### config.mk
export PLATFORM = sky130hd
export DESIGN_NAME = shared_flit_buffer
export DESIGN_NICKNAME = d
export VERILOG_FILES = /design/src/swr_pkg.sv /design/src/shared_flit_buffer.sv
export SDC_FILE = /design/constraint.sdc
export NUM_CORES = 1
export LEC_CHECK = 0
export BUFFER_PORTS_ARGS = -buffer_cell sky130_fd_sc_hd__buf_2
export CAP_MARGIN = 20
export CORE_ASPECT_RATIO = 1.4
export CORE_MARGIN = 3
export CORE_UTILIZATION = 45
export CTS_CLUSTER_DIAMETER = 200
export CTS_CLUSTER_SIZE = 8
export DETAILED_ROUTE_END_ITERATION = 7
export HOLD_SLACK_MARGIN = 0.03
export PLACE_DENSITY_LB_ADDON = 0.15
export SYNTH_ARGS = -nofsm -noshare
export SYNTH_HDL_FRONTEND = slang
export SYNTH_SLANG_ARGS = --single-unit
### constraint.sdc
create_clock -name clk -period 7.8 [get_ports clk]
set_input_delay 1.17 -clock clk [delete_from_list [all_inputs] [get_ports clk]]
set_output_delay 1.17 -clock clk [all_outputs]
set_load 0.02 [all_outputs]
### src/swr_pkg.sv
// port count is fixed at 4 since the flit and vector widths derive from it; change all together
package swr_pkg;

   // ------------------------------------------------------------------------
   // switch geometry
   // ------------------------------------------------------------------------

   // number of input ports and of output ports
   localparam int NUM_PORTS = 4;

   // bits needed to name one port
   localparam int PORT_IDX_WIDTH = 2;

   // payload width carried by each flit
   localparam int FLIT_DATA_WIDTH = 32;

   // ------------------------------------------------------------------------
   // shared types
   // ------------------------------------------------------------------------

   // port number, used as the flit destination and the queue index
   typedef logic [PORT_IDX_WIDTH-1:0] port_idx_t;

   // one bit per port
   // requests, grants, queue status, credits and errors all use this
   typedef logic [NUM_PORTS-1:0] port_vec_t;

   // flit as seen on every channel and internal flit path
   // valid marks a live flit, dest names the output port
   typedef struct packed {
      logic                       valid;
      port_idx_t                  dest;
      logic [FLIT_DATA_WIDTH-1:0] data;
   } flit_t;

endpackage
### src/shared_flit_buffer.sv
// one write and one read per cycle; writer must check queue_full since no room check is done here
`timescale 1ns/100ps

module shared_flit_buffer #(
   parameter int QUEUE_DEPTH = 8
) (
   input  logic               clk,
   input  logic               rst_n,
   input  logic               wr_en,
   input  swr_pkg::flit_t     wr_flit,
   input  swr_pkg::port_vec_t rd_gnt,
   output swr_pkg::flit_t     rd_flit,
   output swr_pkg::port_vec_t queue_full,
   output swr_pkg::port_vec_t queue_nonempty
);

   localparam int NQ     = swr_pkg::NUM_PORTS;
   localparam int DEPTH  = NQ * QUEUE_DEPTH;
   localparam int ADDR_W = (DEPTH > 1) ? $clog2(DEPTH) : 1;
   localparam int QPTR_W = (QUEUE_DEPTH > 1) ? $clog2(QUEUE_DEPTH) : 1;
   localparam int QCNT_W = $clog2(QUEUE_DEPTH + 1);

   // flat memory, queue q owns entries q*QUEUE_DEPTH and up
   logic [swr_pkg::FLIT_DATA_WIDTH-1:0] mem [DEPTH];

   logic [QPTR_W-1:0] head_ptr [NQ];
   logic [QPTR_W-1:0] tail_ptr [NQ];
   logic [QCNT_W-1:0] count    [NQ];

   swr_pkg::port_vec_t push_vec;
   swr_pkg::port_idx_t rd_idx;
   logic [ADDR_W-1:0]  wr_addr;
   logic [ADDR_W-1:0]  rd_addr;

   // read register, valid is the only reset bit
   logic                                rd_valid_q;
   swr_pkg::port_idx_t                  rd_dest_q;
   logic [swr_pkg::FLIT_DATA_WIDTH-1:0] rd_data_q;

   // ------------------------------------------------------------------------
   // address decode
   // ------------------------------------------------------------------------
   // valid qualifies the write strobe
   assign push_vec = (wr_en && wr_flit.valid) ? (swr_pkg::port_vec_t'(1) << wr_flit.dest) : '0;

   // one-hot read grant to queue index
   always_comb
   begin
      rd_idx = '0;
      for (int q = 0; q < NQ; q++)
         if (rd_gnt[q])
            rd_idx = swr_pkg::port_idx_t'(q);
   end

   assign wr_addr = ADDR_W'(int'(wr_flit.dest) * QUEUE_DEPTH + int'(tail_ptr[wr_flit.dest]));
   assign rd_addr = ADDR_W'(int'(rd_idx) * QUEUE_DEPTH + int'(head_ptr[rd_idx]));

   // ------------------------------------------------------------------------
   // storage and queue state
   // ------------------------------------------------------------------------
   always_ff @(posedge clk)
   begin
      if (|push_vec)
         mem[wr_addr] <= wr_flit.data;
      if (|rd_gnt)
      begin
         rd_dest_q <= rd_idx;
         rd_data_q <= mem[rd_addr];
      end
   end

   always_ff @(posedge clk)
   begin
      if (!rst_n)
      begin
         rd_valid_q <= 1'b0;
         for (int q = 0; q < NQ; q++)
         begin
            head_ptr[q] <= '0;
            tail_ptr[q] <= '0;
            count[q]    <= '0;
         end
      end
      else
      begin
         rd_valid_q <= |rd_gnt;
         for (int q = 0; q < NQ; q++)
         begin
            if (push_vec[q])
               tail_ptr[q] <= (tail_ptr[q] == QPTR_W'(QUEUE_DEPTH - 1)) ? '0 : tail_ptr[q] + 1'b1;
            if (rd_gnt[q])
               head_ptr[q] <= (head_ptr[q] == QPTR_W'(QUEUE_DEPTH - 1)) ? '0 : head_ptr[q] + 1'b1;
            // push and pop together leave the count alone
            if (push_vec[q] && !rd_gnt[q])
               count[q] <= count[q] + 1'b1;
            else if (!push_vec[q] && rd_gnt[q])
               count[q] <= count[q] - 1'b1;
         end
      end
   end

   // status straight from the counts
   always_comb
   begin
      for (int q = 0; q < NQ; q++)
      begin
         queue_full[q]     = (count[q] == QCNT_W'(QUEUE_DEPTH));
         queue_nonempty[q] = (count[q] != '0);
      end
   end

   assign rd_flit = swr_pkg::flit_t'{valid: rd_valid_q, dest: rd_dest_q, data: rd_data_q};

endmodule

==> impl_metrics.tcl, run 1 <==
set metrics [dict create \
    status "completed" \
    postCtsSetupBuffers 0 \
    timing.rr.start "head_ptr[3][2]" \
    reg2reg_depth 9 \
    worstPathArrival_ns 5.10 \
    worst_ep_required_time_ns 8.31 \
    crit_cells 9 \
    cts.htree.levels 4 \
    ys_warn_count 0 \
    synth.yosys.seq_area_share 0.7670 \
    synth-seq-cells 1099 \
    die_footprint_mm2 0.09938 \
    grt_setup_unrepaired "false" \
    final_hold_fails 0 \
    critPathMostFrequentCell "sky130_fd_sc_hd__buf_4" \
    async_flop_share 0 \
    routabilityCongestion 0.7911 \
    r2r-end "rd_data_q[30]" \
    detailed_place_hpwl_mm 67.02 \
    worst_pin_slew_ns 1.143 \
    first_global_vias 25290 \
    synth_top_cell_by_area "sky130_fd_sc_hd__edfxtp_1" \
    timing.max_slew.rel_slack 0.2382 \
    timing.final.crit_share 0.5895 \
    ir_drop_uv 185.9 \
    die_w_um 267.3 \
    finalSetupViolCount 0 \
    worst-path-max-fanout 73 \
    coreArea_mm2 0.09435 \
    final_max_slew_viol_count 0 \
    io_buffers 84 \
    worst_hold_path.num_cells 1 \
    cell_family_with_most_cp_delay "buffers and inverters" \
    cts_tree "yes" \
    min-delay-path-class "register to register" \
    antenna_found_initial 2 \
    grt_max_degree 99 \
    total_overflow_reported_by_the_global_router 0 \
    power_per_cell_area_mw_per_mm2 277.2 \
    drt_pre_antenna_iters 7 \
    yosys.cell_count.top_type "sky130_fd_sc_hd__edfxtp_1" \
    drt-wirelength-per-cell_um 28.94 \
    maxClockFrequency_ghz 0.2175 \
    cts.sink_count 1099 \
    cts_resized 0 \
    final_cell_area_mm2 0.04928 \
    cts_buffer_depth 3 \
    cell_types_with_the_highest_counts_after_synthesis "sky130_fd_sc_hd__edfxtp_1 (1098), sky130_fd_sc_hd__nand2_1 (547), sky130_fd_sc_hd__a21oi_1 (158), sky130_fd_sc_hd__nand3_1 (109), sky130_fd_sc_hd__mux2i_1 (108)" \
    min_period_ns 4.598 \
    synth_nets 2757 \
    setup.worst_path.end_class "register" \
    place_area_mm2 0.04508 \
    syn_area_cell_um2 16.00 \
    cts_buffers 155 \
    whs_endpoint "tail_ptr[1][0]" \
    hp-start "tail_ptr[1][0]" \
    ant_nets 0 \
    grt_usage 0.2405 \
    finish.net_count 2907 \
    synth_largest_type_area_fraction 0.7666 \
    diodes 0 \
    detail_route.wirelength_mm 117.9 \
    worstSetupStartpoint "head_ptr[3][2]" \
    power.leakage_nw 16.51 \
    pin_count 85 \
    cap_viol_max_count 0 \
    crit_path_top_delay_cell "sky130_fd_sc_hd__buf_4" \
    main_flop_type_after_synthesis "sky130_fd_sc_hd__edfxtp_1" \
    grt_pass1_wl_mm 170.8 \
    syn2layout_area_growth_pct 14.57 \
    final_layout_size_suffix_gt1_frac 0.1655 \
    critical_path.startpoint_type "register" \
    floorplan.initialDensity 0.4558 \
    fin_worst_skew_ns 0.02364 \
    synth-edff-count 1098 \
    floorplan.rows 133 \
    critical_path_cell_sequence "buf_4 > and2_1 > a211o_4 > buf_4 > buf_4 > a21oi_1 > a2bb2oi_1 > a311oi_1 > nor4_1" \
    detail_route.drc_violations 0 \
    detail_route.iter0.violations 2121 \
    mappedNetlistArea_mm2 0.04301 \
    finalSetupTns_ns 0 \
    clk_pin_slew_worst_paths_ns 0.05 \
    via_count 24530 \
    max_stage_delay_ns 0.83 \
    die_h_um 371.8 \
    netlist_instances 2688 \
    synth_top_area_cells "sky130_fd_sc_hd__edfxtp_1 (77%), sky130_fd_sc_hd__nand2_1 (4.8%), sky130_fd_sc_hd__mux4_2 (3.5%)" \
    ys_types 58 \
    finalCoreUtilization 0.5222 \
    critical_path.n_buffers_inverters 3 \
    crit_type "register to register" \
    report.power.total_w 0.01366 \
    clock-root-buffer "sky130_fd_sc_hd__clkbuf_16" \
    detail_route.vias_per_cell 6.022 \
    cts_hold_buffers 0 \
    clock_insertion_delay_worst_skew_ns 0.76 \
    ff2ff_setup_slack_ns 3.20 \
]
==> registers in the layout, indices dropped and copies added (netlist names) <==
name / cells
mem: 1024
rd_valid_q: 1
rd_data_q: 32
count: 16
head_ptr: 12
rd_dest_q: 2
tail_ptr: 12
==> cell usage in the layout (no fill, tap or decap), types with 7 or more instances in the layout <==
master and instances:
sky130_fd_sc_hd__buf_2 84, sky130_fd_sc_hd__a221oi_1 32, sky130_fd_sc_hd__nor3b_1 10, sky130_fd_sc_hd__nor2_4 29, sky130_fd_sc_hd__nor4_1 33, sky130_fd_sc_hd__nor3_1 10
sky130_fd_sc_hd__nand2b_1 10, sky130_fd_sc_hd__or2_2 7, sky130_fd_sc_hd__nor2_1 16, sky130_fd_sc_hd__buf_4 62, sky130_fd_sc_hd__and2_1 15, sky130_fd_sc_hd__inv_1 16
sky130_fd_sc_hd__nand2_1 547, sky130_fd_sc_hd__a21oi_1 158, sky130_fd_sc_hd__o22ai_1 29, sky130_fd_sc_hd__o21ai_0 13, sky130_fd_sc_hd__mux2_2 31, sky130_fd_sc_hd__nand4_1 7
sky130_fd_sc_hd__mux4_2 66, sky130_fd_sc_hd__ha_1 24, sky130_fd_sc_hd__o2111ai_1 29, sky130_fd_sc_hd__o211ai_1 31, sky130_fd_sc_hd__mux2i_1 108, sky130_fd_sc_hd__nor3_2 7
sky130_fd_sc_hd__nand3_1 109, sky130_fd_sc_hd__xor2_1 7, sky130_fd_sc_hd__edfxtp_1 1098, sky130_fd_sc_hd__clkbuf_16 155, sky130_fd_sc_hd__a32oi_1 31
==> worst max-delay path by stage <==
stage,endpoint,slack [ns]
after floorplan,mem[12][0],2.81
after global placement,rd_data_q[30],2.72
after detailed placement,rd_data_q[30],2.70
after CTS,rd_data_q[30],3.14
after global routing,rd_data_q[30],3.02
final,rd_data_q[30],3.20
==> worst register-to-register path, stage by stage (launching register included) <==
cell and delay (ns):
sky130_fd_sc_hd__edfxtp_1 0.33, sky130_fd_sc_hd__buf_4 0.83, sky130_fd_sc_hd__and2_1 0.40, sky130_fd_sc_hd__a211o_4 0.76, sky130_fd_sc_hd__buf_4 0.71, sky130_fd_sc_hd__buf_4 0.40
sky130_fd_sc_hd__a21oi_1 0.15, sky130_fd_sc_hd__a2bb2oi_1 0.19, sky130_fd_sc_hd__a311oi_1 0.14, sky130_fd_sc_hd__nor4_1 0.43
==> final cells by class <==
class,count,area [µm²]
Timing Repair Buffer,148,925.9
Multi-Input combinational cell,1418,9582
Tap cell,1215,1520
Clock buffer,161,3901
Clock inverter,16,295.3
Inverter,16,60.06
Fill cell,7627,45080
Sequential cell,1099,32990
==> metrics by stage <==
stage          instances  hold slack [ns]  setup WS (ns)
2_1_floorplan       2688           0.5543          2.808
3_3_place_gp        3896           0.5792          2.720
3_5_place_dp        3896           0.5907          2.700
4_1_cts             4073           0.5975          3.138
5_1_grt             4073           0.6255          3.022
6_report            4073           0.5945          3.202
==> cell families (layout without fill, tap and decap cells) <==
kind of cell / count (synthesis) / count (layout) / share of synthesized area
muxes: 205 / 205 / 0.06781
adders and majority gates: 27 / 27 / 0.008378
xor gates and xnor gates: 9 / 9 / 0.001833
AOI/OAI and AO/OA: 349 / 349 / 0.05373
buffers and inverters: 171 / 341 / 0.01783
DFF: 1099 / 1099 / 0.7670
and+or+nand+nor: 828 / 828 / 0.08337
==> metal layers <==
metal  vias up  GRT usage  wire, µm
met5         -          0        19
met4         4    0.07976      3458
met3       216    0.04549      6814
met2       851     0.4372     62960
met1     12860     0.2865     44640
li1      10600          -         -
==> power by group <==
group	switching, W	internal [W]	leakage [nW]	total [W]
registers	0.0000647	0.00661	10.0	0.00668
clock network	0.00241	0.00354	2.04	0.00595
logic	0.000702	0.000325	4.47	0.00103
Note: power is estimated with default switching activity, not from simulation.
==> run 2, diff against run 1 <==
Clock period 7.8 ns to 4.6 ns, I/O delays scaled along.
==> run 2 against run 1 <==
  * Non-clock buffer count is 45 higher
  * Maximum frequency grew 39%
  * Flip-flop and latch count did not move
  * Total power grew 69%
  * Sequential power increased by 69%
  * Die area unchanged
  * Routed wire length is 2.2% higher
  * Final cell count is 1.1% higher
  * First-iteration DRC count increased by 12%
  * Via count is 1.4% higher
  * Critical endpoint is now rd_data_q[4]
==> impl_metrics.tcl, run 2 (synthesis gave the netlist of run 1 again) <==
set metrics [dict create \
    status "completed" \
    min-delay-path-class "input pin to register" \
    first_global_vias 25440 \
    drt-wirelength-per-cell_um 29.26 \
    detailed_place_hpwl_mm 69.75 \
    placed_cells_incl_taps 3941 \
    die_h_um 371.8 \
    worst-path-max-fanout 65 \
    die_w_um 267.3 \
    detail_route.iter0.violations 2366 \
    cap_viol_max_count 0 \
    final_layout_size_suffix_gt1_frac 0.1782 \
    postCtsSetupBuffers 0 \
    die_footprint_mm2 0.09938 \
    pin_count 85 \
    ir_drop_uv 296.3 \
    routabilityCongestion 0.8031 \
    layoutNonFillerInstCount 4117 \
    grt_setup_unrepaired "false" \
    clock-root-buffer "sky130_fd_sc_hd__clkbuf_16" \
    detail_route.drc_violations 0 \
    setup.worst_path.end_class "register" \
    floorplan.initialDensity 0.4558 \
    antenna_found_initial 2 \
    grt_max_degree 66 \
    via_count 24860 \
    ff2ff_setup_slack_ns 1.29 \
    ant_nets 0 \
    syn2layout_area_growth_pct 15.85 \
    layout_commonest_cell "sky130_fd_sc_hd__edfxtp_1" \
    timing.max_slew.rel_slack 0.2857 \
    worst_pin_slew_ns 1.066 \
    most_frequent_cells_in_the_layout "sky130_fd_sc_hd__edfxtp_1 (1098), sky130_fd_sc_hd__nand2_1 (547), sky130_fd_sc_hd__a21oi_1 (158)" \
    worstPathArrival_ns 3.80 \
    min_period_ns 3.306 \
    power.leakage_nw 16.80 \
    largest_reg_flops 1024 \
    clk_pin_slew_worst_paths_ns 0.05 \
    cts_resized 0 \
    floorplan.rows 133 \
    critical_path.startpoint_type "register" \
    io_buffers 84 \
    grt_pass1_wl_mm 174.3 \
    coreArea_mm2 0.09435 \
    cts_tree "yes" \
    finalSetupViolCount 0 \
    detail_route.wirelength_mm 120.5 \
    drt_pre_antenna_iters 6 \
    grt_usage 0.2461 \
    crit_type "register to register" \
    final_max_slew_viol_count 0 \
    power_per_cell_area_mw_per_mm2 464.4 \
    cts_buffers 155 \
    cts.htree.levels 4 \
    cts_hold_buffers 0 \
    clock_insertion_delay_worst_skew_ns 0.76 \
    timing.final.crit_share 0.7188 \
    finalSetupTns_ns 0 \
    top_regs "mem x1024, rd_data_q x32, count x16" \
    worst_ep_required_time_ns 5.10 \
    final_hold_fails 0 \
    finish.net_count 2952 \
    detail_route.vias_per_cell 6.039 \
    maxClockFrequency_ghz 0.3025 \
    cts_buffer_depth 3 \
    fin_worst_skew_ns 0.02177 \
    top_register "mem" \
    cts.sink_count 1099 \
    total_overflow_reported_by_the_global_router 0 \
]
## run 2: cell count changes in the layout (fill, tap and decap cells not counted)
cell / delta
sky130_fd_sc_hd__inv_6: +1
sky130_fd_sc_hd__clkbuf_16: +2
sky130_fd_sc_hd__clkinv_8: +2
sky130_fd_sc_hd__diode_2: +1
sky130_fd_sc_hd__buf_4: +24
sky130_fd_sc_hd__inv_16: -4
sky130_fd_sc_hd__clkinv_16: -2
sky130_fd_sc_hd__clkbuf_1: -1
sky130_fd_sc_hd__buf_12: +21
## run 2: final timing paths
path                    endpoint      startpoint  cells past startpoint
setup / recovery    rd_data_q[4]  head_ptr[1][2]                      9
hold / removal        mem[21][8]      wr_flit[8]                      1
setup reg to reg    rd_data_q[4]  head_ptr[1][2]                      9
hold reg to reg   tail_ptr[1][0]  tail_ptr[1][0]                      1
## run 2: power breakdown
| part | switching (W) | leakage, nW | internal, W |
|---|---|---|---|
| Combinational | 0.00121 | 4.78 | 0.000605 |
| Clock | 0.00398 | 2.02 | 0.00601 |
| Sequential | 0.000109 | 10.0 | 0.0112 |
| Total | 0.00530 | 16.8 | 0.0178 |
## run 2: worst max-delay path: stages (launching register included)
cell and delay (ns):
sky130_fd_sc_hd__edfxtp_1 0.41, sky130_fd_sc_hd__mux2_2 0.38, sky130_fd_sc_hd__a211o_4 0.43, sky130_fd_sc_hd__buf_12 0.25, sky130_fd_sc_hd__nand2_1 0.18, sky130_fd_sc_hd__buf_4 0.39
sky130_fd_sc_hd__a21oi_1 0.08, sky130_fd_sc_hd__nor4_1 0.65, sky130_fd_sc_hd__buf_4 0.22, sky130_fd_sc_hd__a21oi_1 0.05
## run 2: layout make-up
type,count,area [µm²]
inverters,16,60.06
clock buffers,162,3948
repair buffers,193,1526
flip-flops and latches,1099,32990
well taps,1215,1520
clock inverters,13,196.4
diodes,1,2.502
multi-input cells,1418,9582
fillers,7480,44530
## run 2: metrics by stage
stage	util	total power (W)	worst slack (ns)	hold WS (ns)	area [µm²]
6_report	0.5281	0.02314	1.294	0.4417	49830
5_1_grt	0.5281	0.02388	1.244	0.4089	49820
4_1_cts	0.5281	0.02333	1.268	0.3817	49820
3_5_place_dp	0.4841	0.01334	0.6452	0.6058	45680
3_3_place_gp	0.4841	0.01330	0.6948	0.5766	45680
2_1_floorplan	-	0.01253	0.08757	0.5543	43010
## run 2: routing by layer
layer  GRT usage  up-vias  wire length (µm)
met1      0.2957    12910             44960
met3     0.04298      262              7615
li1            -    10700                 -
met2      0.4410      987             63600
met4     0.09496        0              4282
met5           0        -                 0
