`config.mk`:
```
export PLATFORM = sky130hd
export DESIGN_NAME = output_port
export DESIGN_NICKNAME = d
export VERILOG_FILES = /design/src/swr_pkg.sv /design/src/output_port.sv
export SDC_FILE = /design/constraint.sdc
export NUM_CORES = 1
export LEC_CHECK = 0
export BUFFER_PORTS_ARGS = -buffer_cell sky130_fd_sc_hd__clkbuf_2
export CAP_MARGIN = 20
export CORE_ASPECT_RATIO = 0.5
export CORE_MARGIN = 2
export CORE_UTILIZATION = 45
export DETAILED_ROUTE_END_ITERATION = 6
export GPL_TIMING_DRIVEN = 1
export PLACE_DENSITY = 0.82
export SYNTH_ARGS = -nofsm -noshare
export SYNTH_HDL_FRONTEND = slang
export SYNTH_SLANG_ARGS = --single-unit
```
`constraint.sdc`:
```
create_clock -name clk -period 3.2 [get_ports clk]
set_input_delay 0.16 -clock clk [delete_from_list [all_inputs] [get_ports clk]]
set_output_delay 0.16 -clock clk [all_outputs]
set_load 0.01 [all_outputs]
```
`src/swr_pkg.sv`:
```
// port count is fixed at 4 since the flit and vector widths derive from it; change all together
package swr_pkg;

   // ------------------------------------------------------------------------
   // switch geometry
   // ------------------------------------------------------------------------

   // number of input ports and of output ports
   localparam int NUM_PORTS = 4;

   // bits needed to name one port
   localparam int PORT_IDX_WIDTH = 2;

   // payload width carried by each flit
   localparam int FLIT_DATA_WIDTH = 32;

   // ------------------------------------------------------------------------
   // shared types
   // ------------------------------------------------------------------------

   // port number, used as the flit destination and the queue index
   typedef logic [PORT_IDX_WIDTH-1:0] port_idx_t;

   // one bit per port
   // requests, grants, queue status, credits and errors all use this
   typedef logic [NUM_PORTS-1:0] port_vec_t;

   // flit as seen on every channel and internal flit path
   // valid marks a live flit, dest names the output port
   typedef struct packed {
      logic                       valid;
      port_idx_t                  dest;
      logic [FLIT_DATA_WIDTH-1:0] data;
   } flit_t;

endpackage
```
`src/output_port.sv`:
```
// downstream must return at most DOWN_CREDITS credits; extra credits are dropped and flagged
`timescale 1ns/100ps

module output_port #(
   parameter int DOWN_CREDITS = 4
) (
   input  logic           clk,
   input  logic           rst_n,
   input  logic           queue_nonempty,
   input  logic           rd_gnt,
   input  swr_pkg::flit_t rd_flit,
   input  logic           credit_in,
   output logic           rd_req,
   output swr_pkg::flit_t channel_out,
   output logic           credit_error
);

   localparam int CW = $clog2(DOWN_CREDITS + 1);

   // credits held toward the downstream receiver
   logic [CW-1:0] credits;
   // our grant last cycle, so rd_flit belongs to us now
   logic          gnt_q;

   // channel register, payload without reset
   logic                                out_valid;
   swr_pkg::port_idx_t                  out_dest;
   logic [swr_pkg::FLIT_DATA_WIDTH-1:0] out_data;

   // ask only with data waiting and a credit in hand
   assign rd_req = queue_nonempty & (credits != '0);

   // a returned credit on a full counter with nothing spent is a protocol error
   assign credit_error = credit_in & ~rd_gnt & (credits == CW'(DOWN_CREDITS));

   // ------------------------------------------------------------------------
   // credit counter
   // ------------------------------------------------------------------------
   always_ff @(posedge clk)
   begin
      if (!rst_n)
      begin
         credits <= CW'(DOWN_CREDITS);
         gnt_q   <= 1'b0;
      end
      else
      begin
         gnt_q <= rd_gnt;
         // spend in the grant cycle, refill on credit_in
         if (rd_gnt && !credit_in)
            credits <= credits - 1'b1;
         else if (!rd_gnt && credit_in && !credit_error)
            credits <= credits + 1'b1;
      end
   end

   // ------------------------------------------------------------------------
   // output channel
   // ------------------------------------------------------------------------
   always_ff @(posedge clk)
   begin
      if (!rst_n)
         out_valid <= 1'b0;
      else
         out_valid <= gnt_q & rd_flit.valid;
   end

   always_ff @(posedge clk)
   begin
      if (gnt_q)
      begin
         out_dest <= rd_flit.dest;
         out_data <= rd_flit.data;
      end
   end

   assign channel_out = swr_pkg::flit_t'{valid: out_valid, dest: out_dest, data: out_data};

endmodule

```
==> results.ini, run 1 <==
[run_status]
status = completed

[critical_path]
slowest_stage = fa_1
end_kind = register
path_class = reg2reg
cp_cell_sequence = inv_1, fa_1, or3_1, o311a_1
critPathTopFamily = adder cells
path_depth = 4
reg2reg_depth = 4
worstSetupStartpointType = register
arrival_ns = 1.78
r2r-end = credits[2]
path_max_fanout = 6
required_ns = 3.37
worstSetupStartpoint = credits[0]
critPathCapture = credits[2]
path_buf_inv = 1
reg2reg_from = credits[0]
ff2ff_setup_slack_ns = 1.59
critPathMaxStageDelay_ns = 0.49

[route]
routedWlPerCell_um = 14.50
viasPerCell = 4.611
wl_um = 2682
drc = 0
drt.antenna.violating_nets = 0
first_pass_iters = 4
vias = 853
drt_iter0_markers = 40

[die]
ios = 77
core_area_mm2 = 0.002668
floorplan.initialDensity_pct = 48.87
placementRows = 13
die-area_mm2 = 0.003370
fp.dieH_um = 42.06
chipWidth_um = 80.12

[clock_tree]
cts_resized = 0
cts_setup_buffers = 0
cts_tree = built
cts.clk_slew.worst_paths_ns = 0.07
root_buffer = clkbuf_8
clock_path_buffers = 2
numCtsBuffers = 5
cts_hold_buf = 0
cts_sinks = 39
cts.htree.levels = 2
clock_latency_ns = 0.28

[power_and_ir_drop]
p_total_w = 0.001065
power.switching_w = 0.0002157
intPower_w = 0.0008492
p_sw_share_pct = 20.26
pwr-share-seq_pct = 55.7
power.density_mw_per_mm2 = 579.4
p_leak_nw = 0.8060
power_frac_comb_pct = 7.8
irDropWorstVdd_mv = 0.3254
clockPowerShare_pct = 36.5

[timing]
min_period_over_period_pct = 50.33
rsz0062_at_grt = no
tightestPinTransition_ns = 0.7518
hold_violations = 0
max_freq_mhz = 620.8
drv_slew = 0
finalSetupViolCount = 0
slew_headroom_pct = 49.81
setup_tns_ns = 0
timing.final.crit_period_ns = 1.611
postLayoutSetupSlackWorst_ns = 1.589
finClkSkew_ns = 0.004163

[logic_synthesis]
synth_cells = 64
synth.avg_cell_area_um2 = 20.37
muxShareOfSynthArea_pct = 0
synth.area.top_cells = edfxtp_1 78%, dfxtp_1 7.7%, fa_1 1.5%, o311a_1 1.5%, o31a_1 1.3%
ys_ff_latch = 39
synth_xor_area_share_pct = 0.6718
synth_compound_area_share_pct = 5.086
synth_fa_ha_area_share_pct = 1.536
synthSimpleGateAreaFrac_pct = 4.990
synth_seq_area_share_pct = 85.99
synth_fp_nets = 105
yosys.area.top_type_share_pct = 78.31
synth_top_area_cell = edfxtp_1
syn-cell-area_mm2 = 0.001304
netlist-cell-type-count = 20
yosysWarningCount = 0
synth_top_family_by_area = compound AO/OA/AOI/OAI gates

[placement]
dp_hpwl_um = 1982
post-place-ws_ns = 1.557
placed_area_mm2 = 0.001730
place_congestion = 0.8330
portBuffers = 76

[cells_and_area]
drive_above_1_share_pct = 58.78
antennaDiodeCount = 0
nNetsFinal = 188
final_cell_area_mm2 = 0.001838
mostFrequentLayoutCells = 76 x clkbuf_2, 34 x edfxtp_1, 5 x clkbuf_8, 5 x dfxtp_1
final_common_cell = clkbuf_2
area_growth_pct = 40.98

[grt]
grt_usage_pct = 16.94
antenna_found_initial = 0
overflow = 0
grt_first_pass_wirelength_um = 4160
grt_max_degree = 19
grt_pass1_vias = 894

[flow_run]
maxCapViolCount = 0

[hold_path]
min_path_type = in2reg

## layer usage
metal | up-vias | wire [µm] | global-route usage (%)
met3 | 11 | 115 | 4.310
met1 | 407 | 903 | 15.67
met4 | 0 | 76 | 12.20
met5 | - | 0 | 0
li1 | 410 | - | -
met2 | 25 | 1586 | 32.17
## through the flow
step | utilization [%] | cells | hold WS (ns)
floorplan | - | 64 | 0.2589
global placement | 64.87 | 177 | 0.3368
detailed placement | 64.87 | 177 | 0.3386
CTS | 68.90 | 185 | 0.04008
global route | 68.90 | 185 | 0.03624
finish | 68.90 | 185 | 0.04523
## power by group through the flow
| stage | sequential [W] | combinational [W] | clock, W |
|---|---|---|---|
| finish | 0.000594 | 0.0000829 | 0.000388 |
| global route | 0.000596 | 0.0000912 | 0.000416 |
| CTS | 0.000593 | 0.0000839 | 0.000397 |
| detailed placement | 0.000604 | 0.0000828 | 0 |
| global placement | 0.000603 | 0.0000803 | 0 |
| floorplan | 0.000615 | 0.0000219 | 0 |
## kinds of logic after synthesis
group | after synthesis
fa+ha+maj | 1
xor+xnor | 1
flops | 39
simple gates | 9
buf+inv | 5
compound gates | 9
## area by class of cell
| class | instances | area [µm²] |
|---|---|---|
| Inverter | 4 | 15.01 |
| Clock buffer | 5 | 68.82 |
| Sequential cell | 39 | 1121 |
| Timing Repair Buffer | 77 | 387.9 |
| Tap cell | 37 | 46.29 |
| Multi-Input combinational cell | 20 | 160.2 |
| Fill cell | 181 | 829.5 |
| Clock inverter | 3 | 38.79 |
## Yosys cell counts (all sizes together)
| master | instances |
|---|---|
| nor4b | 1 |
| fa | 1 |
| xor2 | 1 |
| nand4 | 1 |
| dfxtp | 5 |
| o311a | 2 |
| nand2b | 1 |
| and3 | 1 |
| edfxtp | 34 |
| o211ai | 1 |
| buf | 1 |
| nand2 | 2 |
| and2b | 1 |
| o22ai | 1 |
| and2 | 1 |
| inv | 4 |
| a21oi | 3 |
| o31a | 2 |
| or3 | 1 |
## sequential cells by signal, summed over array words and instances, names as in the netlist
signal     flops
credits        3
gnt_q          1
out_data      32
out_dest       2
out_valid      1
## worst min path at each step
stage           startpoint           end  slack, ns  cells past startpoint
5_1_grt        rd_flit[24]  out_data[24]       0.04                      1
4_1_cts         rd_flit[1]   out_data[1]       0.04                      1
3_5_place_dp   rd_flit[31]  out_data[31]       0.34                      1
6_report        rd_flit[1]   out_data[1]       0.05                      1
2_1_floorplan   rd_flit[0]   out_data[0]       0.26                      0
3_3_place_gp   rd_flit[31]  out_data[31]       0.34                      1
(Power assumes the default switching activity.)
==> inputs of run 2 (changes only) <==
CORE_UTILIZATION = 42   (was 45)
PLACE_DENSITY = 0.78   (was 0.82)
clock period = 1.5 ns   (was 3.2 ns; I/O delays follow)
==> run 2 against run 1 <==
  * Via count up 25%
  * Critical path depth unchanged
  * Sequential cell count unchanged
  * Die area up 6.6%
  * Sequential power up 110%
  * Count of clock-buffer cells in the layout up 1
  * Final cell count up 22%
  * First-iteration DRC count up 2.5%
  * Total power up 120%
  * Register-to-register slack worse by 1.5 ns
  * Global-route usage up 4.9 points
  * Critical path type unchanged
  * Critical endpoint unchanged
==> results.ini, run 2 (synthesis gave the netlist of run 1 again) <==
[flow_run]
maxCapViolCount = 0

[cells_and_area]
regMostFlops = out_data
nFillCells = 167
nNetsFinal = 227
final_util_pct = 74.50
mostFrequentLayoutCells = 76 x clkbuf_2, 34 x dlygate4sd3_1, 34 x edfxtp_1, 6 x buf_4, 5 x clkbuf_8
area_growth_pct = 70.15
drive_above_1_share_pct = 50.00
largest_reg_flops = 32
final_common_cell = clkbuf_2
top_regs = out_data (32), credits (3), out_dest (2)
antennaDiodeCount = 0

[critical_path]
slowest_stage = fa_2
critPathMaxStageDelay_ns = 0.42
reg2reg_from = credits[0]
reg2reg_depth = 4
ff2ff_setup_slack_ns = 0.08
path_class = reg2reg
worstSetupStartpoint = credits[0]
r2r-end = credits[2]
cp_cell_sequence = inv_1, fa_2, or3_1, o311a_1
arrival_ns = 1.59
end_kind = register
worstSetupStartpointType = register
path_max_fanout = 4
required_ns = 1.67

[grt]
overflow = 0
grt_usage_pct = 21.83
grt_use_met3_pct = 6.875
antenna_found_initial = 0
grt_max_degree = 22
top_usage_layer = met2
grt_first_pass_wirelength_um = 5368
met2_usage_pct = 41.45
grt_pass1_vias = 1045
met1_usage_pct = 23.25

[die]
placementRows = 14
core_area_mm2 = 0.002978
chipWidth_um = 82.79
ios = 77
die-area_mm2 = 0.003593
floorplan.initialDensity_pct = 43.78
fp.dieH_um = 43.40

[clock_tree]
cts.clk_slew.worst_paths_ns = 0.08
cts_sinks = 39
clock_path_buffers = 2
clock_latency_ns = 0.29
root_buffer = clkbuf_8
cts.htree.levels = 2
numCtsBuffers = 5
cts_tree = built

[route]
drt_iter0_markers = 41
drc = 0
viasPerCell = 4.717
first_pass_iters = 4
wl_um = 3765
routedWlPerCell_um = 16.66
vias = 1066
drt.antenna.violating_nets = 0

[timing]
setup_tns_ns = 0
slew_headroom_pct = 81.47
finalSetupViolCount = 0
timing.final.crit_period_ns = 1.423
hold_violations = 0
postLayoutSetupSlackWorst_ns = 0.07715
finClkSkew_ns = 0.01146
tightestPinTransition_ns = 0.2780
min_period_over_period_pct = 94.86
drv_slew = 0
rsz0062_at_grt = no
max_freq_mhz = 702.8

[placement]
place_congestion = 0.6972
portBuffers = 76
dp_hpwl_um = 1971
post-place-ws_ns = 0.006835

[power_and_ir_drop]
power.density_mw_per_mm2 = 1069
p_total_w = 0.002372
irDropWorstVdd_mv = 0.5447
p_leak_nw = 0.9694

[hold_path]
min_from = rd_flit[34]
holdPathEnd = out_valid
holdPathStages = 2
min_path_type = in2reg

[run_status]
status = completed

-- run 2: worst max path at each step --
stage                 endpoint  slack, ns  cells after the start
floorplan           credits[2]       0.04                      4
global placement    credits[2]       0.04                      6
detailed placement  credits[2]      0.007                      6
CTS                 credits[2]       0.02                      4
global route        credits[2]       0.04                      4
finish              credits[2]       0.08                      4
-- run 2: per-layer routing --
layer / up-vias / part of all wire [%]
met3: 8 / 5.4
met4: 0 / 1.9
li1: 488 / -
met2: 51 / 57
met5: - / 0
met1: 519 / 35
-- run 2: layout make-up --
type	instances	area, µm²	area share (%)
clock inverters	1	30.03	1.354
repair buffers	116	765.7	34.52
well taps	40	50.05	2.256
flip-flops and latches	39	1122	50.59
clock buffers	6	72.57	3.271
inverters	4	15.01	0.6768
multi-input cells	20	162.7	7.332
-- run 2: per-stage QoR --
stage	instances	instance area, µm²	hold WS, ns
4_1_cts	226	2216	0.02365
5_1_grt	226	2218	0.06233
2_1_floorplan	64	1305	0.1739
3_5_place_dp	185	1773	0.2536
3_3_place_gp	185	1773	0.2529
6_report	226	2218	0.07684
-- run 2: power by group --
group | internal [W] | switching, W
clock | 0.000487 | 0.000339
combinational | 0.000161 | 0.000128
sequential | 0.00124 | 0.0000204
-- run 2: critical path: cells and delay by family, from the launching register on --
family | cells | cell delay, ns
AO/OA/AOI/OAI | 1 | 0.11
adder cells (fa/ha/maj) | 1 | 0.42
buffers and inverters | 1 | 0.07
flip-flops | 1 | 0.33
AND/OR/NAND/NOR | 1 | 0.38
-- run 2: timing repair --
item / CTS / global route
resized for setup: 0 / 1
hold buffers: 34 / 0
setup endpoints to repair: 0 / 1
setup buffers: 0 / 0
endpoints found under the hold margin: 34 / 0
==> inputs of run 3 (changes only) <==
SETUP_SLACK_MARGIN = 0.3   (was not set)
==> run 3 against run 2 <==
  * Clock power rose by 26%
  * Combinational power up 7.3%
  * Critical path depth is 1 higher
  * Critical path type unchanged
==> results.ini, run 3 (synthesis gave the netlist of run 1 again) <==
[cells_and_area]
drive_above_1_share_pct = 53.97
largest_reg_flops = 32
nNetsFinal = 229
antennaDiodeCount = 0
regMostFlops = out_data
nFillCells = 161
final_common_cell = clkbuf_2
mostFrequentLayoutCells = 75 x clkbuf_2, 34 x dlygate4sd3_1, 34 x edfxtp_1, 7 x buf_4, 5 x clkbuf_8
top_regs = out_data (32), credits (3), out_dest (2)
area_growth_pct = 76.58

[timing]
timing.final.crit_period_ns = 1.341
drv_slew = 0
tightestPinTransition_ns = 0.3888
finalSetupViolCount = 0
rsz0062_at_grt = yes
slew_headroom_pct = 74.08
min_period_over_period_pct = 89.37
finClkSkew_ns = 0.01115
setup_tns_ns = 0
max_freq_mhz = 746.0
hold_violations = 0

[route]
wl_um = 3808
routedWlPerCell_um = 16.63
drc = 0
drt.antenna.violating_nets = 0
vias = 1058
first_pass_iters = 4
viasPerCell = 4.620
drt_iter0_markers = 58

[run_status]
status = completed

[clock_tree]
clock_path_buffers = 2
numCtsBuffers = 5
root_buffer = clkbuf_8
cts.htree.levels = 2
clock_latency_ns = 0.30
cts.clk_slew.worst_paths_ns = 0.07
cts_sinks = 39
cts_tree = built

[placement]
place_congestion = 0.7615
portBuffers = 76
dp_hpwl_um = 1959

[power_and_ir_drop]
p_leak_nw = 1.008
p_sw_share_pct = 20.53
irDropWorstVdd_mv = 0.6229
power.density_mw_per_mm2 = 1136
pwr-share-seq_pct = 48.4
clockPowerShare_pct = 39.8
power.switching_w = 0.0005370
intPower_w = 0.002079
p_total_w = 0.002616
power_frac_comb_pct = 11.8

[grt]
overflow = 0
grt_pass1_vias = 1104
grt_max_degree = 22
grt_first_pass_wirelength_um = 5533
antenna_found_initial = 0
grt_usage_pct = 22.44

[critical_path]
critPathMaxStageDelay_ns = 0.37
path_class = reg2reg
arrival_ns = 1.53
cp_cell_sequence = inv_4, fa_2, nand2_1, o22ai_1, o311a_1
path_max_fanout = 3
required_ns = 1.69
worstSetupStartpointType = register
end_kind = register
slowest_stage = dfxtp_4

[die]
die-area_mm2 = 0.003593
floorplan.initialDensity_pct = 43.78
placementRows = 14
ios = 77
fp.dieH_um = 43.40
chipWidth_um = 82.79
core_area_mm2 = 0.002978

[flow_run]
maxCapViolCount = 0

[hold_path]
min_path_type = in2reg

[run 3: cell types whose count changed in the layout (fill, tap and decap cells not counted), sizes merged]
cell,delta
buf,+3
bufinv,+1
clkbuf,-1
[run 3: power groups by stage]
stage | Sequential (W) | Combinational (W) | Clock (W)
finish | 0.00127 | 0.000309 | 0.00104
detailed placement | 0.00129 | 0.000190 | 0
floorplan | 0.00131 | 0.0000476 | 0
global placement | 0.00129 | 0.000181 | 0
CTS | 0.00126 | 0.000287 | 0.00103
global route | 0.00127 | 0.000329 | 0.00110
[run 3: critical path, delay by kind of cell, from the launching register on]
kind / cells / cell delay [ns]
flops: 1 / 0.37
fa+ha+maj: 1 / 0.37
compound gates: 2 / 0.37
simple gates: 1 / 0.09
buf+inv: 1 / 0.04
[run 3: through the flow]
stage	instance area (µm²)	hold slack (ns)	setup WS [ns]	std cells	utilization [%]
floorplan	1310	0.1739	0.1491	64	-
global placement	1768	0.2528	0.05123	182	59.37
detailed placement	1768	0.2536	-0.002046	182	59.37
CTS	2288	0.01096	0.1650	228	76.85
global route	2302	0.03983	0.1034	229	77.31
finish	2302	0.01853	0.1595	229	77.31
[run 3: repair_timing]
item,4_1_cts,5_1_grt
buffers inserted,4,1
endpoints found under the setup margin,3,4
endpoints found under the hold margin,34,0
resized for setup,3,4
pin swaps,3,1
hold buffers,34,0
[run 3: path summary, 6_finish.rpt]
kind,startpoint,slack [ns],end,cells past startpoint
max,credits[0],0.16,credits[2],5
min,rd_flit[34],0.02,out_valid,2
max reg2reg,credits[0],0.16,credits[2],5
min reg2reg,credits[1],0.64,credits[1],2
[run 3: area by class of cell]
| type | count | area [µm²] | area share, % |
|---|---|---|---|
| tap | 40 | 50.05 | 2.174 |
| clock inverter | 2 | 60.06 | 2.609 |
| multi-input combinational | 20 | 181.4 | 7.880 |
| clock buffer | 6 | 72.57 | 3.152 |
| sequential | 39 | 1127 | 48.97 |
| inverter | 4 | 17.52 | 0.7609 |
| timing repair buffer | 118 | 793.3 | 34.46 |
[run 3: layer usage]
metal / up-vias / global-route usage [%] / share of wire [%]
li1: 492 / - / -
met1: 526 / 24.96 / 40
met2: 30 / 40.97 / 54
met3: 10 / 7.500 / 4.1
met4: 0 / 7.541 / 2.0
met5: - / 0 / 0
