### src/swr_pkg.sv
// port count is fixed at 4 since the flit and vector widths derive from it; change all together
package swr_pkg;

   // ------------------------------------------------------------------------
   // switch geometry
   // ------------------------------------------------------------------------

   // number of input ports and of output ports
   localparam int NUM_PORTS = 4;

   // bits needed to name one port
   localparam int PORT_IDX_WIDTH = 2;

   // payload width carried by each flit
   localparam int FLIT_DATA_WIDTH = 32;

   // ------------------------------------------------------------------------
   // shared types
   // ------------------------------------------------------------------------

   // port number, used as the flit destination and the queue index
   typedef logic [PORT_IDX_WIDTH-1:0] port_idx_t;

   // one bit per port
   // requests, grants, queue status, credits and errors all use this
   typedef logic [NUM_PORTS-1:0] port_vec_t;

   // flit as seen on every channel and internal flit path
   // valid marks a live flit, dest names the output port
   typedef struct packed {
      logic                       valid;
      port_idx_t                  dest;
      logic [FLIT_DATA_WIDTH-1:0] data;
   } flit_t;

endpackage
### src/input_port.sv
// sender must respect credits; a flit that arrives on a full FIFO is dropped and flagged
`timescale 1ns/100ps

module input_port #(
   parameter int STAGE_DEPTH = 4
) (
   input  logic               clk,
   input  logic               rst_n,
   input  swr_pkg::flit_t     channel_in,
   input  swr_pkg::port_vec_t queue_full,
   input  logic               wr_gnt,
   output logic               wr_req,
   output swr_pkg::flit_t     head_flit,
   output logic               credit_out,
   output logic               overflow
);

   localparam int PTR_W = (STAGE_DEPTH > 1) ? $clog2(STAGE_DEPTH) : 1;
   localparam int CNT_W = $clog2(STAGE_DEPTH + 1);

   // ------------------------------------------------------------------------
   // staging FIFO
   // ------------------------------------------------------------------------
   swr_pkg::port_idx_t                  dest_mem [STAGE_DEPTH];
   logic [swr_pkg::FLIT_DATA_WIDTH-1:0] data_mem [STAGE_DEPTH];

   logic [PTR_W-1:0] wr_ptr;
   logic [PTR_W-1:0] rd_ptr;
   logic [CNT_W-1:0] fill;
   logic             fifo_full;
   logic             fifo_empty;
   logic             push;
   logic             pop;

   assign fifo_full  = (fill == CNT_W'(STAGE_DEPTH));
   assign fifo_empty = (fill == '0);

   // arrivals on a full FIFO are lost
   assign push     = channel_in.valid & ~fifo_full;
   assign overflow = channel_in.valid & fifo_full;
   assign pop      = wr_gnt & ~fifo_empty;

   // payload storage
   always_ff @(posedge clk)
   begin
      if (push)
      begin
         dest_mem[wr_ptr] <= channel_in.dest;
         data_mem[wr_ptr] <= channel_in.data;
      end
   end

   // pointers, fill level and credit return
   always_ff @(posedge clk)
   begin
      if (!rst_n)
      begin
         wr_ptr     <= '0;
         rd_ptr     <= '0;
         fill       <= '0;
         credit_out <= 1'b0;
      end
      else
      begin
         if (push)
            wr_ptr <= (wr_ptr == PTR_W'(STAGE_DEPTH - 1)) ? '0 : wr_ptr + 1'b1;
         if (pop)
            rd_ptr <= (rd_ptr == PTR_W'(STAGE_DEPTH - 1)) ? '0 : rd_ptr + 1'b1;
         if (push && !pop)
            fill <= fill + 1'b1;
         else if (!push && pop)
            fill <= fill - 1'b1;
         // one credit back per slot freed
         credit_out <= pop;
      end
   end

   // ------------------------------------------------------------------------
   // request toward the shared buffer
   // ------------------------------------------------------------------------
   assign head_flit = swr_pkg::flit_t'{valid: ~fifo_empty,
                                       dest:  dest_mem[rd_ptr],
                                       data:  data_mem[rd_ptr]};

   // hold off while the target queue has no room
   assign wr_req = ~fifo_empty & ~queue_full[head_flit.dest];

endmodule

### config.mk
export PLATFORM = sky130hd
export DESIGN_NAME = input_port
export DESIGN_NICKNAME = d
export VERILOG_FILES = /design/src/swr_pkg.sv /design/src/input_port.sv
export SDC_FILE = /design/constraint.sdc
export NUM_CORES = 1
export LEC_CHECK = 0
export BUFFER_PORTS_ARGS = -buffer_cell sky130_fd_sc_hd__buf_2
export CAP_MARGIN = 30
export CORE_MARGIN = 4
export CORE_UTILIZATION = 59
export CTS_BUF_LIST = sky130_fd_sc_hd__clkbuf_2 sky130_fd_sc_hd__clkbuf_4 sky130_fd_sc_hd__clkbuf_8
export DETAILED_ROUTE_END_ITERATION = 10
export GPL_ROUTABILITY_DRIVEN = 0
export PLACE_DENSITY = 0.83
export SYNTH_ARGS = -nofsm -noshare
export SYNTH_HDL_FRONTEND = slang
export SYNTH_SLANG_ARGS = --single-unit
### constraint.sdc
create_clock -name clk -period 2.5 [get_ports clk]
set_input_delay 0.125 -clock clk [delete_from_list [all_inputs] [get_ports clk]]
set_output_delay 0.125 -clock clk [all_outputs]
set_load 0.02 [all_outputs]
==> out/results.md, run 1 <==
| Quantity | Value | Unit |
|---|---|---|
| Status | completed | - |
| Post-Synthesis Mean Instance Area | 22.95 | um2 |
| Worst slew pin tran | 0.9071 | ns |
| Wire length per cell | 19.87 | um |
| Die Area | 10820 | um2 |
| Maxcap violations | 0 | - |
| # diodes | 0 | - |
| Register area share after synthesis | 78.77 | % |
| Simple logic cell fraction of the synthesized area | 2.024 | % |
| Synthesized-area fraction occupied by xor and xnor cells | 0.3221 | % |
| # resized after CTS | 0 | - |
| Number of remaining DRC errors | 0 | - |
| Pin count of the biggest net entering global routing | 35 | - |
| CTS tree | done | - |
| Flops & latches, synth | 146 | - |
| Growth of design area from synthesis to finish | 23.12 | % |
| Required time at the endpoint of the critical path | 2.38 | ns |
| Area occupied by multi-input gates | 1096 | um2 |
| Total wire length after detailed routing | 9695 | um |
| Arrival time at the worst endpoint | 2.07 | ns |
| Number of DRC markers in iteration 0 | 192 | - |
| Post-Synth Adder-Cell Area | 1.748 | % |
| Instance count of the mapped netlist | 237 | - |
| I/O pin count | 80 | - |
| Largest family of logic cells by synthesized area | multiplexers | - |
| Clock latency on the worst-skew pair | 0.42 | ns |
| Compound-Gate Fraction of Synth Area | 1.242 | % |
| Synth top area share | 75.09 | % |
| Total power draw | 6.337 | mW |
| All-layer global routing usage | 19.30 | % |
| Top cell type by total area after synthesis | sky130_fd_sc_hd__edfxtp_1 | - |
| Initial Utilization | 61.47 | % |
| Buffers on Ports | 79 | - |
| Clock-pin transition on the worst setup and hold timing paths | 0.09 | ns |
| Leakage power summed over all cells | 2.357 | nW |
| Slowest cell on the critical path | sky130_fd_sc_hd__buf_4 | - |
| Wire length of the first global-routing pass | 15840 | um |
| Number of buffers between clock root and the deepest sink | 2 | - |
| Net count after synthesis | 286 | - |
| Area contributors post-synth | sky130_fd_sc_hd__edfxtp_1, sky130_fd_sc_hd__mux4_2, sky130_fd_sc_hd__dfxtp_1, sky130_fd_sc_hd__ha_1, sky130_fd_sc_hd__a21oi_1 | - |
| Final max-slew violation count | 0 | - |
| Clock root buffer | sky130_fd_sc_hd__clkbuf_8 | - |
| Cell-by-cell trace of the critical path | buf_4, mux4_2, nand2_1, a2bb2o_4, buf_2 | - |
| WS Path Type | reg2out | - |
| CTS HTree Levels | 4 | - |
| Portion of the clock cycle consumed by the worst path in the final layout | 87.88 | % |
| DPL Wire Length | 5620 | um |
| Number of cell rows | 34 | - |
| Total area of sequential cells | 4287 | um2 |
| Finish-stage setup viols | 0 | - |
| Setup Buffers After CTS | 0 | - |
| Via count normalized by instance count | 5.613 | - |
| Post-route setup TNS | 0 | ns |
| Area of the placeable core | 8848 | um2 |
| DR vias | 2739 | - |
| Crit-path max FO | 33 | - |
| Total of fill cells in the finished design | 521 | - |
| Count of distinct cell types in the synthesized netlist | 25 | - |
| Via count of the first global-routing pass | 3017 | - |
| Headroom to the max-slew limit | 39.53 | % |
| Final critical delay including setup and external delays | 2.197 | ns |
| Mux cell area share after synthesis | 14.72 | % |
| Die span in x | 104.0 | um |
| Unrepaired setup endpoints after global routing | false | - |
| Largest stage delay on the critical path | 0.43 | ns |
| Share of final-layout standard cells stronger than drive strength 1 | 41.58 | % |
| CTS buffer count | 17 | - |
| Area of the mapped netlist | 5439 | um2 |
| Final standard cell area without fillers | 6696 | um2 |
| Power per unit of standard cell area | 946.4 | nW/um2 |
| Number of warnings issued by yosys | 0 | - |
| Antenna violations before repair | 0 | - |
| Final worst clock skew | 0.01042 | ns |
| Category of the worst setup path launch point | flip-flop | - |
| Total count of hold-check failures in the final report | 0 | - |
| Number of nets in the layout | 416 | - |
| Count of clock tree sinks | 146 | - |
| Nature of the critical path endpoint | primary output | - |
| Antenna Nets Post-Route | 0 | - |
| Maximum vdd drop | 0.0006086 | V |
| Type of the most critical hold path | in2reg | - |
| Peak Freq | 0.4552 | GHz |
| Total iterations of the first detailed-routing run | 4 | - |
| Gr ovfl total | 0 | - |
| Y dimension of the die | 104.0 | um |
| Post-Place Cell Area | 5966 | um2 |
==> cells in the mapped netlist <==
cell type and count:
sky130_fd_sc_hd__dfxtp_1 10, sky130_fd_sc_hd__and3_1 4, sky130_fd_sc_hd__a21oi_1 5, sky130_fd_sc_hd__or4_1 1, sky130_fd_sc_hd__mux2i_1 2, sky130_fd_sc_hd__nand2_1 3, sky130_fd_sc_hd__inv_1 6, sky130_fd_sc_hd__nor3b_1 1
sky130_fd_sc_hd__xor2_1 2, sky130_fd_sc_hd__o21ai_0 3, sky130_fd_sc_hd__buf_2 3, sky130_fd_sc_hd__mux4_2 34, sky130_fd_sc_hd__ha_1 6, sky130_fd_sc_hd__clkbuf_1 4, sky130_fd_sc_hd__nand3_1 2, sky130_fd_sc_hd__or3_1 2
sky130_fd_sc_hd__a2bb2o_4 1, sky130_fd_sc_hd__buf_6 1, sky130_fd_sc_hd__nor3_1 1, sky130_fd_sc_hd__fa_1 1, sky130_fd_sc_hd__mux2_4 1, sky130_fd_sc_hd__or3b_2 1, sky130_fd_sc_hd__nor2_1 6, sky130_fd_sc_hd__edfxtp_1 136
sky130_fd_sc_hd__o31ai_1 1
==> stage by stage <==
step,hold slack [ns],cells,setup slack [ns],util (%)
final,0.05044,488,0.3031,75.68
after global routing,0.05749,488,0.2048,75.68
after CTS,0.02693,488,0.2705,75.68
after detailed placement,0.3437,420,0.3671,67.42
after global placement,0.3365,420,0.5121,67.42
after floorplan,0.2239,237,0.4011,-
==> cell type report <==
cell class	instances	share of cell area [%]
Clock buffer	17	3.494
Sequential cell	146	64.01
Clock inverter	15	2.037
Inverter	6	0.3363
Multi-Input combinational cell	77	16.37
Timing Repair Buffer	119	11.73
Tap cell	108	2.018
==> repair_timing <==
| item | in CTS | in global routing |
|---|---|---|
| hold buffers | 36 | 0 |
| endpoints found under the setup margin | 0 | 0 |
| endpoints found under the hold margin | 139 | 0 |
==> per-layer routing <==
layer	vias up	track usage, %	wire length [um]
li1	1252	-	-
met1	1380	24.62	3980
met2	96	32.68	5153
met3	11	4.780	453
met4	0	6.648	108
met5	-	0	0
==> cell families after synthesis <==
group	count (synthesis)
simple gates	21
compound gates	10
fa+ha+maj	7
xor+xnor	2
buf+inv	14
mux	37
flops	146
==> critical path, delay by kind of cell, from the launching register on <==
family,cells,cell delay (ns)
AO/OA/AOI/OAI,1,0.21
buffers and inverters,2,0.58
flip-flops,1,0.34
multiplexers,1,0.42
AND/OR/NAND/NOR,1,0.11
==> state kept, by name, summed over array words and instances, names as in the netlist, named ones only <==
signal	cells
data_mem	128
wr_ptr	2
fill	3
rd_ptr	2
credit_out	1
dest_mem	8
==> final timing paths <==
check	depth (start not counted)	to	start	slack (ns)
setup / recovery	5	wr_req	flip-flop	0.30
hold / removal	3	fill[1]	rst_n	0.05
hold reg to reg	2	flip-flop	rd_ptr[1]	0.49
setup reg to reg	7	fill[2]	fill[0]	0.36
==> report_power, final <==
group,leakage (nW),internal [mW],switching [mW]
Combinational,0.843,0.701,0.912
Clock,0.185,0.732,0.966
Sequential,1.33,2.94,0.0876
==> layout by cell type, fill, tap and decap left out, types with 2 or more instances in the layout <==
master                          count
sky130_fd_sc_hd__buf_4              4
sky130_fd_sc_hd__inv_1              6
sky130_fd_sc_hd__clkinvlp_4         2
sky130_fd_sc_hd__mux4_2            34
sky130_fd_sc_hd__clkbuf_8          17
sky130_fd_sc_hd__xor2_1             2
sky130_fd_sc_hd__inv_6              7
sky130_fd_sc_hd__inv_8              3
sky130_fd_sc_hd__edfxtp_1         136
sky130_fd_sc_hd__nor2_1             6
sky130_fd_sc_hd__buf_2             79
sky130_fd_sc_hd__o21ai_0            3
sky130_fd_sc_hd__nand3_1            2
sky130_fd_sc_hd__or3_1              2
sky130_fd_sc_hd__dfxtp_1            8
sky130_fd_sc_hd__and3_2             4
sky130_fd_sc_hd__dlygate4sd3_1     36
sky130_fd_sc_hd__clkinv_4           3
sky130_fd_sc_hd__ha_1               6
sky130_fd_sc_hd__dfxtp_2            2
sky130_fd_sc_hd__mux2i_1            2
sky130_fd_sc_hd__nand2_1            3
sky130_fd_sc_hd__a21oi_1            5
Power figures use the tool's default switching activity.
==> inputs of run 2 (changes only) <==
CORE_ASPECT_RATIO = 1.75   (was not set)
==> run 2 against run 1 <==
Critical path depth is 1 lower. Sequential share of layout area is 0.45 points lower. Largest cell class unchanged. Die area is 0.56% higher. Highest routed layer unchanged. Core utilization is 1.0 points lower. Cell count is 2.0% higher. Fmax is 1.1% higher. Wire length is 2.9% lower. Design area is 0.71% higher. Non-clock buffer count stayed put. Clock skew is 0.00066 ns lower. Critical endpoint unchanged. Largest power group unchanged. Combinational power hardly changed.
==> out/results.md, run 2 (synthesis results as in run 1) <==
| Quantity | Value | Unit | Delta |
|---|---|---|---|
| I/O pin count | 80 | - | unchanged |
| Min-Delay Endpoint | fill[1] | - |  |
| Final worst clock skew | 0.009760 | ns | -0.0006570 ns |
| Total iterations of the first detailed-routing run | 4 | - | unchanged |
| Required time at the endpoint of the critical path | 2.38 | ns | about the same |
| Number of cell rows | 46 | - | +35% |
| # resized after CTS | 0 | - | unchanged |
| Final max-slew violation count | 0 | - | unchanged |
| DPL Wire Length | 5554 | um | -1.2% |
| Slowest cell on the critical path | sky130_fd_sc_hd__mux4_2 | - |  |
| Flip-flop count of the largest register after layout | 128 | - | unchanged |
| Top library cells by usage in the layout, fill and taps aside | sky130_fd_sc_hd__edfxtp_1, sky130_fd_sc_hd__buf_2, sky130_fd_sc_hd__dlygate4sd3_1 | - |  |
| R2R depth | 7 | - | unchanged |
| Buffers on Ports | 79 | - | unchanged |
| Slack of the worst reg-to-reg path | 0.36 | ns | about the same |
| Die span in x | 80.58 | um | -23% |
| Number of buffers between clock root and the deepest sink | 2 | - | unchanged |
| Final critical delay including setup and external delays | 2.173 | ns | -0.02356 ns |
| Antenna Nets Post-Route | 0 | - | unchanged |
| Combinational group share of total power | 24.5 | % | -0.9 points |
| Status | completed | - |  |
| Maxcap violations | 0 | - | unchanged |
| CTS buffer count | 17 | - | unchanged |
| Internal power consumption | 4.702 | mW | +7.5% |
| Wire length per cell | 18.90 | um | -4.9% |
| Power per unit of standard cell area | 960.6 | nW/um2 | +1.5% |
| Crit-path max FO | 4 | - | -88% |
| End of the worst register-to-register path | fill[2] | - |  |
| Share of final-layout standard cells stronger than drive strength 1 | 40.74 | % | -0.84 points |
| Post-Place Cell Area | 5981 | um2 | +0.25% |
| Cell-by-cell trace of the critical path | mux4_2, mux2_4, a2bb2o_4, buf_2 | - |  |
| Leading registers by flop count | data_mem x128, dest_mem x8, fill x3 | - |  |
| Number of nets in the layout | 416 | - | unchanged |
| Proportion of power drawn by the clock network | 28.5 | % | +1.7 points |
| CTS tree | done | - |  |
| Number of remaining DRC errors | 0 | - | unchanged |
| Die Area | 10880 | um2 | +0.56% |
| Total wire length after detailed routing | 9410 | um | -2.9% |
| Maximum vdd drop | 0.0006872 | V | +13% |
| Gr ovfl total | 0 | - | unchanged |
| Headroom to the max-slew limit | 39.32 | % | -0.21 points |
| Nature of the critical path endpoint | primary output | - |  |
| Type of the most critical hold path | in2reg | - |  |
| CTS HTree Levels | 4 | - | unchanged |
| Setup Buffers After CTS | 0 | - | unchanged |
| Portion of the clock cycle consumed by the worst path in the final layout | 86.93 | % | -0.94 points |
| Final standard cell area without fillers | 6744 | um2 | +0.71% |
| Number of DRC markers in iteration 0 | 212 | - | +10% |
| Reg with most FFs | data_mem | - |  |
| Worst hold margin | 0.04868 | ns | -0.001759 ns |
| Hold path startpoint | rst_n | - |  |
| Growth of design area from synthesis to finish | 23.99 | % |  |
| Largest stage delay on the critical path | 0.56 | ns | +0.13 ns |
| Switching Fraction | 27.42 | % | -3.6 points |
| Commonest non-fill, non-tap cell in the layout | sky130_fd_sc_hd__edfxtp_1 | - |  |
| Clock root buffer | sky130_fd_sc_hd__clkbuf_8 | - |  |
| Clock-pin transition on the worst setup and hold timing paths | 0.07 | ns | -0.02 ns |
| Switching component of the power | 1.776 | mW | -9.6% |
| Worst hold stages | 3 | - | unchanged |
| Via count normalized by instance count | 5.416 | - | -3.5% |
| Peak Freq | 0.4601 | GHz | +1.1% |
| All-layer global routing usage | 19.09 | % | -0.21 points |
| Total count of hold-check failures in the final report | 0 | - | unchanged |
| Arrival time at the worst endpoint | 2.05 | ns | -0.02 ns |
| Initial Utilization | 60.19 | % | -1.3 points |
| Antenna violations before repair | 0 | - | unchanged |
| Worst slew pin tran | 0.9102 | ns | +0.003135 ns |
| Category of the worst setup path launch point | flip-flop | - |  |
| Total of fill cells in the finished design | 510 | - | -2.1% |
| Clock latency on the worst-skew pair | 0.43 | ns | about the same |
| Critical R2R Launch | fill[0] | - |  |
| Leakage power summed over all cells | 2.378 | nW | +0.89% |
| DR vias | 2697 | - | -1.5% |
| Total area of sequential cells | 4287 | um2 | unchanged |
| Count of clock tree sinks | 146 | - | unchanged |
| Area occupied by multi-input gates | 1096 | um2 | unchanged |
| Pin count of the biggest net entering global routing | 35 | - | unchanged |
| Y dimension of the die | 135.0 | um | +30% |
| Via count of the first global-routing pass | 2915 | - | -3.4% |
| Total of hold buffers inserted after clock tree synthesis | 36 | - | unchanged |
| # diodes | 0 | - | unchanged |
| Sequential power share | 46.9 | % | -0.9 points |
| Area of the placeable core | 9036 | um2 | +2.1% |
| WS Path Type | reg2out | - |  |
| Post-route setup TNS | 0 | ns | unchanged |
| Unrepaired setup endpoints after global routing | false | - |  |
| Finish-stage setup viols | 0 | - | unchanged |
| Wire length of the first global-routing pass | 14890 | um | -6.0% |
-- run 2: cell type report --
cell class                 count  area share (%)
timing repair buffer         119           11.65
clock inverter                13           2.505
multi-input combinational     77           16.25
inverter                       6          0.3340
clock buffer                  17           3.469
tap                          120           2.226
sequential                   146           63.56
-- run 2: metrics by stage --
step           utilization [%]  cells  power (mW)  worst slack [ns]
3_3_place_gp             66.19    432       4.613            0.5172
5_1_grt                  74.63    498       6.754            0.2076
6_report                 74.63    498       6.478            0.3267
3_5_place_dp             66.19    432       4.655            0.4205
2_1_floorplan                -    237       4.180            0.4011
4_1_cts                  74.63    498       6.537            0.2671
-- run 2: routing by layer --
layer / GRT usage (%) / up-vias / part of all wire, %
met4: 7.425 / 0 / 1.0
met2: 33.35 / 88 / 57
met5: 0 / - / 0
li1: - / 1242 / -
met1: 22.50 / 1360 / 37
met3: 4.673 / 7 / 5.0
-- run 2: worst max-delay path, delay by kind of cell (launching register included) --
family,cells,cell delay [ns]
multiplexers,2,0.88
AO/OA/AOI/OAI,1,0.21
flip-flops,1,0.39
buffers and inverters,1,0.15
-- run 2: power by group through the flow --
stage,clock network (mW),registers (mW),logic [mW]
final,1.85,3.04,1.59
after detailed placement,0,3.09,1.56
after CTS,1.88,3.04,1.61
after floorplan,0,3.05,1.12
after global placement,0,3.07,1.54
after global routing,1.98,3.06,1.71
-- run 2: worst max-delay path by stage --
| stage | startpoint | end | slack (ns) |
|---|---|---|---|
| floorplan | fill[0] | fill[2] | 0.40 |
| global route | flip-flop | head_flit[9] | 0.21 |
| global placement | fill[0] | fill[2] | 0.52 |
| detailed placement | fill[0] | fill[2] | 0.42 |
| CTS | flip-flop | head_flit[9] | 0.27 |
| finish | flip-flop | wr_req | 0.33 |
